File: src/include/fp16_config.svh
`ifndef FP16_CONFIG_SVH
`define FP16_CONFIG_SVH

// Half precision field widths
`define FP_EXP_W 5
`define FP_MAN_W 10

// Guard, round and sticky below the significand
`define FP_GRS_W 3

// Significand with hidden one, and with GRS appended
`define FP_SIG_W (`FP_MAN_W + 1)
`define FP_EXT_W (`FP_SIG_W + `FP_GRS_W)

// All-ones exponent, reserved for Inf/NaN
`define FP_EXP_MAX 31

// Canonical quiet NaN
`define FP_QNAN 16'h7E00

`endif

File: src/hw/fpAddPkg.sv
`include "fp16_config.svh"

package fpAddPkg;

	// IEEE half word
	typedef struct packed {
		logic                 sign;
		logic [`FP_EXP_W-1:0] exp;
		logic [`FP_MAN_W-1:0] man;
	} fpWord_t;

	typedef enum logic {
		opAdd = 1'b0,
		opSub = 1'b1
	} fpOp_e;

	// Exception flags, no divide-by-zero for add/sub
	typedef struct packed {
		logic invalid;
		logic overflow;
		logic underflow;
		logic inexact;
	} fpFlags_t;

	// Unpack -> align
	typedef struct packed {
		logic                 valid;
		logic                 special;  // Some operand had all-ones exponent
		logic                 effSub;   // Signs differ after op applied
		logic                 resSign;
		logic                 zeroSign; // Sign of an exact zero sum
		logic [`FP_EXP_W-1:0] bigExp;
		logic [`FP_SIG_W-1:0] bigSig;
		logic [`FP_SIG_W-1:0] smallSig;
		logic [4:0]           shiftAmt; // Exp difference, saturated
	} unpackOut_t;

	// Align -> normalize
	typedef struct packed {
		logic                 valid;
		logic                 special;
		logic                 effSub;
		logic                 resSign;
		logic                 zeroSign;
		logic [`FP_EXP_W-1:0] bigExp;
		logic [`FP_SIG_W-1:0] bigSig;
		logic [`FP_EXT_W-1:0] alignedSig; // Smaller sig plus GRS
	} alignOut_t;

	// Normalize -> round
	typedef struct packed {
		logic                        valid;
		logic                        special;
		logic                        resSign;
		logic                        zero;
		logic signed [`FP_EXP_W+1:0] normExp; // Can drop to zero or below
		logic [`FP_EXT_W-1:0]        normSig; // Leading one at MSB
	} normOut_t;

endpackage

File: src/hw/fpUnpack.sv
`timescale 1ns/1ps
`include "fp16_config.svh"

module fpUnpack
	import fpAddPkg::*;
(
	input  logic       clk,
	input  logic       rst,
	input  logic       inValid,
	input  fpWord_t    a,
	input  fpWord_t    b,
	input  fpOp_e      op,
	output unpackOut_t stage
);

	logic                           signA;
	logic                           signB;  // b sign after op applied
	logic [`FP_SIG_W-1:0]           sigA;
	logic [`FP_SIG_W-1:0]           sigB;
	logic [`FP_EXP_W+`FP_MAN_W-1:0] magA;
	logic [`FP_EXP_W+`FP_MAN_W-1:0] magB;
	logic                           aBig;   // a has the larger magnitude
	logic [`FP_EXP_W-1:0]           expDiff;

	assign signA = a.sign;
	assign signB = b.sign ^ (op == opSub); // Subtract is add of negated b

	// Zero exponent flushes to zero, hidden one otherwise
	assign sigA = (a.exp == '0) ? '0 : {1'b1, a.man};
	assign sigB = (b.exp == '0) ? '0 : {1'b1, b.man};

	// Magnitude order, flushed mantissa so subnormals count as zero
	assign magA = {a.exp, sigA[`FP_MAN_W-1:0]};
	assign magB = {b.exp, sigB[`FP_MAN_W-1:0]};
	assign aBig = (magA >= magB);

	assign expDiff = aBig ? (a.exp - b.exp) : (b.exp - a.exp); // Never negative

	always_ff @(posedge clk) begin
		if (rst) begin
			stage <= '0;
		end else begin
			stage.valid    <= inValid;
			stage.special  <= (a.exp == `FP_EXP_MAX) || (b.exp == `FP_EXP_MAX);
			stage.effSub   <= signA ^ signB;
			stage.resSign  <= aBig ? signA : signB;
			stage.zeroSign <= signA & signB; // -0 only for (-x) + (-y)
			stage.bigExp   <= aBig ? a.exp : b.exp;
			stage.bigSig   <= aBig ? sigA : sigB;
			stage.smallSig <= aBig ? sigB : sigA;
			// Past 15 the whole small sig is sticky anyway
			stage.shiftAmt <= (expDiff > 5'd15) ? 5'd15 : expDiff;
		end
	end

endmodule

File: src/hw/fpAlign.sv
`timescale 1ns/1ps
`include "fp16_config.svh"

module fpAlign
	import fpAddPkg::*;
(
	input  logic       clk,
	input  logic       rst,
	input  unpackOut_t stage,
	output alignOut_t  aligned
);

	logic [`FP_EXT_W-1:0] ext;    // Small sig with empty GRS
	logic [`FP_EXT_W-1:0] lvl1;
	logic [`FP_EXT_W-1:0] lvl2;
	logic [3:0]           coarse; // 0, 4, 8 or 12
	logic [1:0]           fine;   // 0 to 3
	logic                 stick1;
	logic                 stick2;

	assign ext    = {stage.smallSig, {`FP_GRS_W{1'b0}}};
	assign coarse = {stage.shiftAmt[3:2], 2'b00};
	assign fine   = stage.shiftAmt[1:0];

	always_comb begin
		// First level, shifted-out bits collapse into bit 0
		stick1 = |(ext & ~({`FP_EXT_W{1'b1}} << coarse));
		lvl1   = (ext >> coarse) | {{(`FP_EXT_W-1){1'b0}}, stick1};
		// Second level, old sticky folds in again
		stick2 = |(lvl1 & ~({`FP_EXT_W{1'b1}} << fine));
		lvl2   = (lvl1 >> fine) | {{(`FP_EXT_W-1){1'b0}}, stick2};
	end

	always_ff @(posedge clk) begin
		if (rst) begin
			aligned <= '0;
		end else begin
			aligned.valid      <= stage.valid;
			aligned.special    <= stage.special;
			aligned.effSub     <= stage.effSub;
			aligned.resSign    <= stage.resSign;
			aligned.zeroSign   <= stage.zeroSign;
			aligned.bigExp     <= stage.bigExp;
			aligned.bigSig     <= stage.bigSig;
			aligned.alignedSig <= lvl2; // Bit 0 is sticky
		end
	end

endmodule

File: src/hw/fpNormalize.sv
`timescale 1ns/1ps
`include "fp16_config.svh"

module fpNormalize
	import fpAddPkg::*;
(
	input  logic      clk,
	input  logic      rst,
	input  alignOut_t aligned,
	output normOut_t  norm
);

	logic [`FP_EXT_W-1:0]        bigExt;
	logic [`FP_EXT_W:0]          sum;     // Extra bit for add carry
	logic                        carry;
	logic                        sumZero;
	logic [3:0]                  lead;    // Left shift to bring one to MSB
	logic [`FP_EXT_W-1:0]        shifted;
	logic signed [`FP_EXP_W+1:0] expIn;

	assign bigExt = {aligned.bigSig, {`FP_GRS_W{1'b0}}};

	// Big >= small in magnitude, so the difference never goes negative
	assign sum = aligned.effSub ? ({1'b0, bigExt} - {1'b0, aligned.alignedSig})
	                            : ({1'b0, bigExt} + {1'b0, aligned.alignedSig});

	assign carry   = sum[`FP_EXT_W];
	assign sumZero = ~|sum;
	assign expIn   = $signed({2'b00, aligned.bigExp});

	// Priority search, highest set bit wins
	always_comb begin
		lead = '0;
		for (int i = 0; i < `FP_EXT_W; i++) begin
			if (sum[i])
				lead = 4'(`FP_EXT_W - 1 - i);
		end
		shifted = sum[`FP_EXT_W-1:0] << lead;
	end

	always_ff @(posedge clk) begin
		if (rst) begin
			norm <= '0;
		end else begin
			norm.valid   <= aligned.valid;
			norm.special <= aligned.special;
			norm.zero    <= sumZero;
			norm.resSign <= sumZero ? aligned.zeroSign : aligned.resSign;
			if (carry) begin
				// Carry out, one right with sticky kept
				norm.normSig <= {sum[`FP_EXT_W:2], sum[1] | sum[0]};
				norm.normExp <= expIn + 7'sd1;
			end else begin
				norm.normSig <= shifted;
				norm.normExp <= expIn - $signed({3'b000, lead}); // May hit zero or below
			end
		end
	end

endmodule

File: src/hw/fpRound.sv
`timescale 1ns/1ps
`include "fp16_config.svh"

module fpRound
	import fpAddPkg::*;
(
	input  logic     clk,
	input  logic     rst,
	input  normOut_t norm,
	output logic     outValid,
	output fpWord_t  result,
	output fpFlags_t flags
);

	logic                        guardBit;
	logic                        roundBit;
	logic                        stickyBit;
	logic                        roundUp;
	logic [`FP_SIG_W:0]          rounded;  // Top bit is mantissa carry
	logic signed [`FP_EXP_W+1:0] finalExp;
	logic                        lostBits;

	assign guardBit  = norm.normSig[2];
	assign roundBit  = norm.normSig[1];
	assign stickyBit = norm.normSig[0];

	// Nearest even, ties go to even LSB
	assign roundUp = guardBit & (roundBit | stickyBit | norm.normSig[`FP_GRS_W]);

	assign rounded  = {1'b0, norm.normSig[`FP_EXT_W-1:`FP_GRS_W]}
	                + {{`FP_SIG_W{1'b0}}, roundUp};
	// On carry the mantissa field is all zero, only the exponent moves
	assign finalExp = norm.normExp + $signed({{(`FP_EXP_W+1){1'b0}}, rounded[`FP_SIG_W]});
	assign lostBits = |norm.normSig[`FP_GRS_W-1:0];

	always_ff @(posedge clk) begin
		if (rst) begin
			outValid <= 1'b0;
			result   <= '0;
			flags    <= '0;
		end else begin
			outValid <= norm.valid;
			flags    <= '0;
			if (norm.special) begin
				result        <= `FP_QNAN; // Any Inf/NaN operand
				flags.invalid <= 1'b1;
			end else if (norm.zero) begin
				result <= {norm.resSign, {(`FP_EXP_W+`FP_MAN_W){1'b0}}}; // Exact zero
			end else if (finalExp >= `FP_EXP_MAX) begin
				// Signed infinity
				result.sign    <= norm.resSign;
				result.exp     <= '1;
				result.man     <= '0;
				flags.overflow <= 1'b1;
				flags.inexact  <= 1'b1;
			end else if (norm.normExp < 1) begin
				// Below normal range, flush
				result          <= {norm.resSign, {(`FP_EXP_W+`FP_MAN_W){1'b0}}};
				flags.underflow <= 1'b1;
				flags.inexact   <= 1'b1;
			end else begin
				result.sign   <= norm.resSign;
				result.exp    <= finalExp[`FP_EXP_W-1:0];
				result.man    <= rounded[`FP_MAN_W-1:0];
				flags.inexact <= lostBits;
			end
		end
	end

endmodule

File: src/hw/fpAddSub.sv
`timescale 1ns/1ps
`include "fp16_config.svh"

module fpAddSub
	import fpAddPkg::*;
(
	input  logic     clk,
	input  logic     rst,
	input  logic     inValid,
	input  fpWord_t  a,
	input  fpWord_t  b,
	input  fpOp_e    op,
	output logic     outValid,
	output fpWord_t  result,
	output fpFlags_t flags
);

	// Stage boundaries, each one register deep
	unpackOut_t unpacked;
	alignOut_t  alignedOp;
	normOut_t   normed;

	// Classify, order by magnitude
	fpUnpack i_unpack (
		.clk     (clk),
		.rst     (rst),
		.inValid (inValid),
		.a       (a),
		.b       (b),
		.op      (op),
		.stage   (unpacked)
	);

	fpAlign i_align (
		.clk     (clk),
		.rst     (rst),
		.stage   (unpacked),
		.aligned (alignedOp)
	);

	fpNormalize i_normalize (
		.clk     (clk),
		.rst     (rst),
		.aligned (alignedOp),
		.norm    (normed)
	);

	// RNE, exceptions, output registers
	fpRound i_round (
		.clk      (clk),
		.rst      (rst),
		.norm     (normed),
		.outValid (outValid),
		.result   (result),
		.flags    (flags)
	);

endmodule

File: config.mk
export PLATFORM = sky130hd
export DESIGN_NAME = fpAddSub
export DESIGN_NICKNAME = d
export VERILOG_FILES = /design/src/hw/fpAddPkg.sv /design/src/hw/fpUnpack.sv /design/src/hw/fpAlign.sv /design/src/hw/fpNormalize.sv /design/src/hw/fpRound.sv /design/src/hw/fpAddSub.sv
export VERILOG_INCLUDE_DIRS = /design/src /design/src/include
export SDC_FILE = /design/constraint.sdc
export NUM_CORES = 1
export LEC_CHECK = 0
export ABC_AREA = 0
export BUFFER_PORTS_ARGS = -buffer_cell sky130_fd_sc_hd__buf_2
export CORE_MARGIN = 2
export CORE_UTILIZATION = 66
export CTS_CLUSTER_SIZE = 16
export DETAILED_ROUTE_END_ITERATION = 10
export PLACE_DENSITY = 0.86
export SLEW_MARGIN = 25
export SYNTH_ARGS = -nofsm -noshare
export SYNTH_HDL_FRONTEND = slang
export SYNTH_SLANG_ARGS = --single-unit
File: constraint.sdc
create_clock -name clk -period 11.3 [get_ports clk]
set_input_delay 1.13 -clock clk [delete_from_list [all_inputs] [get_ports clk]]
set_output_delay 1.13 -clock clk [all_outputs]
set_load 0.02 [all_outputs]
==> flow_summary_export.csv <==
group,metric,value,unit
status,outcome,"finished, violations left",
status,violations,"design-rule violations",
power_and_ir_drop,power-per-cell-area,203,mW/mm^2
place,dp_hpwl,13300,um
synth,synth-edff-count,0,
clock_tree,numClockSinks,117,
clock_tree,clock_latency,0.42,ns
setup_path,end_kind,"register",
die,start_util,68.3,%
final_layout,utilization,75.0,%
flow_run,maxCapViolCount,0,
synth,synth_top_area_share,29.8,%
timing,finalCriticalPeriod,5.11,ns
place,place_ws,6.13,ns
timing,fmax,0.196,GHz
min_path,worstHoldPathType,"reg2reg",
global_routing,antenna_found_initial,0,
timing,rsz0062_at_grt,"false",
clock_tree,clkTransAtPathRegs,0.06,ns
synth,ys_top_cells_by_count,"117 x dfxtp_1, 112 x nor2_1, 54 x nand2_1, 54 x nor2b_1",
global_routing,grt_overflow,0,
setup_path,worstSetupPathType,"reg2reg",
clock_tree,clockRootBuffer,"clkbuf_16",
synth,synth_cells,933,
route,wl,19600,um
timing,layout_setup_ws,6.19,ns
route,firstDrtPassIters,10,
die,die_area,0.0128,mm^2
final_layout,synthToLayoutAreaGrowth,9.80,%
synth,synthTopCellsByArea,"dfxtp_1 30%, ha_1 8.4%, nor2_1 5.3%",
place,gp_congestion,1.02,
timing,fin_crit_sh,45.2,%
synth,synth-main-ff-cell,"dfxtp_1",
place,dpl.cell_count,1083,
power_and_ir_drop,power.leakage,3.63,nW
place,post_dp_cell_area,0.00803,mm^2
synth,ys_seq_area_share,29.8,%
setup_path,worstPathRequired,11.57,ns
clock_tree,htreeDepth,4,
synth,synth_nets,1026,
synth,yosysTopAreaCell,"dfxtp_1",
timing,finalSetupViolations,0,
die,io_pins,57,
power_and_ir_drop,power.share.switching,38.7,%
timing,skew,0.0152,ns
global_routing,track_usage,31.7,%
timing,slew-limit-headroom,34.8,%
global_routing,grt_max_degree,98,
final_layout,nets,1053,
setup_path,worstPathArrival,5.38,ns
final_layout,fin_cells,1116,
power_and_ir_drop,p_seq_share,30.9,%
die,fp.dieW,113,um
clock_tree,hold_buffers,0,
clock_tree,cts_resized,0,
route,drc_errors,3,
power_and_ir_drop,p_sw,0.677,mW
timing,tightest_slew,0.978,ns
synth,async_reset_ff_share,0,%
route,via_count,7150,
setup_path,cp_max_fo,7,
synth,synth_most_common_cell,"dfxtp_1",
power_and_ir_drop,p_int,1.07,mW
final_layout,final_layout_size_suffix_gt1_share,14.4,%
clock_tree,cts_tree,"done",
place,io_buffers,56,
die,die_h,113,um
timing,hold_violations,0,
power_and_ir_drop,irDropWorstVdd,0.126,mV
synth,yosysWarnings,0,
timing,setup_tns,0,ns
synth,ys_ff_latch,117,
route,ant_nets,0,
clock_tree,clockBufferDepth,2,
timing,slew_viol_final,0,
setup_path,worstSetupStartpointType,"register",
timing,fin_hold_ws,0.423,ns
die,core.rowCount,39,
final_layout,n_antenna_cell,0,
synth,syn_avg_cell_area,8.43,um^2
clock_tree,cts_setup_buffers,0,
final_layout,finalInstanceArea,0.00863,mm^2
setup_path,worstRegToRegCells,19,
route,route.detailed.wl_per_inst,17.6,um
global_routing,grt_pass1_wl,33000,um
global_routing,grt_pass1_vias,6916,
clock_tree,cts_inserted_buffers,17,
synth,synth_cell_types,96,
min_path,min_path_cells,1,
route,viasPerCell,6.41,
die,core,0.0115,mm^2
synth,synth_area,0.00786,mm^2
power_and_ir_drop,clkPwrFrac,30.2,%
power_and_ir_drop,total_power,1.75,mW
route,drt_iter0_drc,647,
power_and_ir_drop,pwr-share-comb,38.8,%
[final cells by class]
class	instances	area, um^2
tap	143	179
multi-input combinational	717	5030
clock inverter	13	148
clock buffer	19	443
fill	776	2880
sequential	117	2340
timing repair buffer	61	318
inverter	46	173
[worst paths after layout]
kind | from | to | slack [ns]
worst max-delay path | i_align.aligned[14] | i_normalize.norm[18] | 6.19
worst min-delay path | i_normalize.norm[23] | i_round.result[15] | 0.42
worst max register to register | i_align.aligned[14] | i_normalize.norm[18] | 6.19
worst min register to register | i_normalize.norm[23] | i_round.result[15] | 0.42
[placed cells by master, fill, tap and decap left out, types with 6 or more instances in the layout]
master,n
a211oi_1,16
a21o_1,12
a21oi_1,53
a31oi_1,23
and2_1,15
and3_1,11
buf_2,56
clkbuf_16,17
dfxtp_1,117
ha_1,53
inv_1,44
mux2i_1,27
nand2_1,54
nand2b_1,7
nand3_1,22
nand4_1,9
nor2_1,112
nor2b_1,54
nor3_1,22
nor4_1,12
o211ai_1,13
o21ai_0,41
o31ai_1,6
xnor2_1,12
xor2_1,18
[per-layer routing]
metal  global-route usage [%]  wire length (um)  up-vias
met5                        0                 0        -
met3                     6.80              1610       56
met1                     39.5              8100     3275
met2                     53.5              9370      415
met4                     12.7               566        0
li1                         -                 -     3404
[logic make-up after synthesis]
group	after synthesis	share of synthesized area [%]
AND/OR/NAND/NOR	354	23.7
flip-flops	117	29.8
AO/OA/AOI/OAI	242	22.4
buffers and inverters	99	6.38
XOR/XNOR	32	3.76
multiplexers	32	4.44
adder cells (fa/ha/maj)	57	9.45
[worst max-delay path, stage by stage (launching register included)]
cell and delay [ns]:
dfxtp_1 0.33, ha_1 0.17, inv_1 0.06, fa_1 0.40, or2_1 0.29, a2111oi_2 0.37
nor4b_1 0.12, nor4_1 0.73, o2bb2ai_1 0.36, o211a_1 0.33, or2_1 0.35, inv_1 0.14
ha_1 0.15, inv_1 0.06, fa_1 0.40, a21o_1 0.18, a211oi_1 0.23, a41oi_1 0.09
xor2_1 0.16, nor2_1 0.05
[flip-flops by register name, indices dropped and copies added, names as in the netlist]
name              count
i_align.aligned      35
i_normalize.norm     25
i_round.flags         4
i_round.outValid      1
i_round.result       16
i_unpack.stage       36
[power groups by stage]
| stage | combinational, mW | sequential [mW] | clock (mW) |
|---|---|---|---|
| finish | 0.680 | 0.541 | 0.528 |
| global route | 0.739 | 0.548 | 0.554 |
| CTS | 0.661 | 0.539 | 0.533 |
| detailed placement | 0.649 | 0.545 | 0 |
| global placement | 0.650 | 0.543 | 0 |
| floorplan | 0.520 | 0.540 | 0 |
Power figures use the tool's default switching activity.
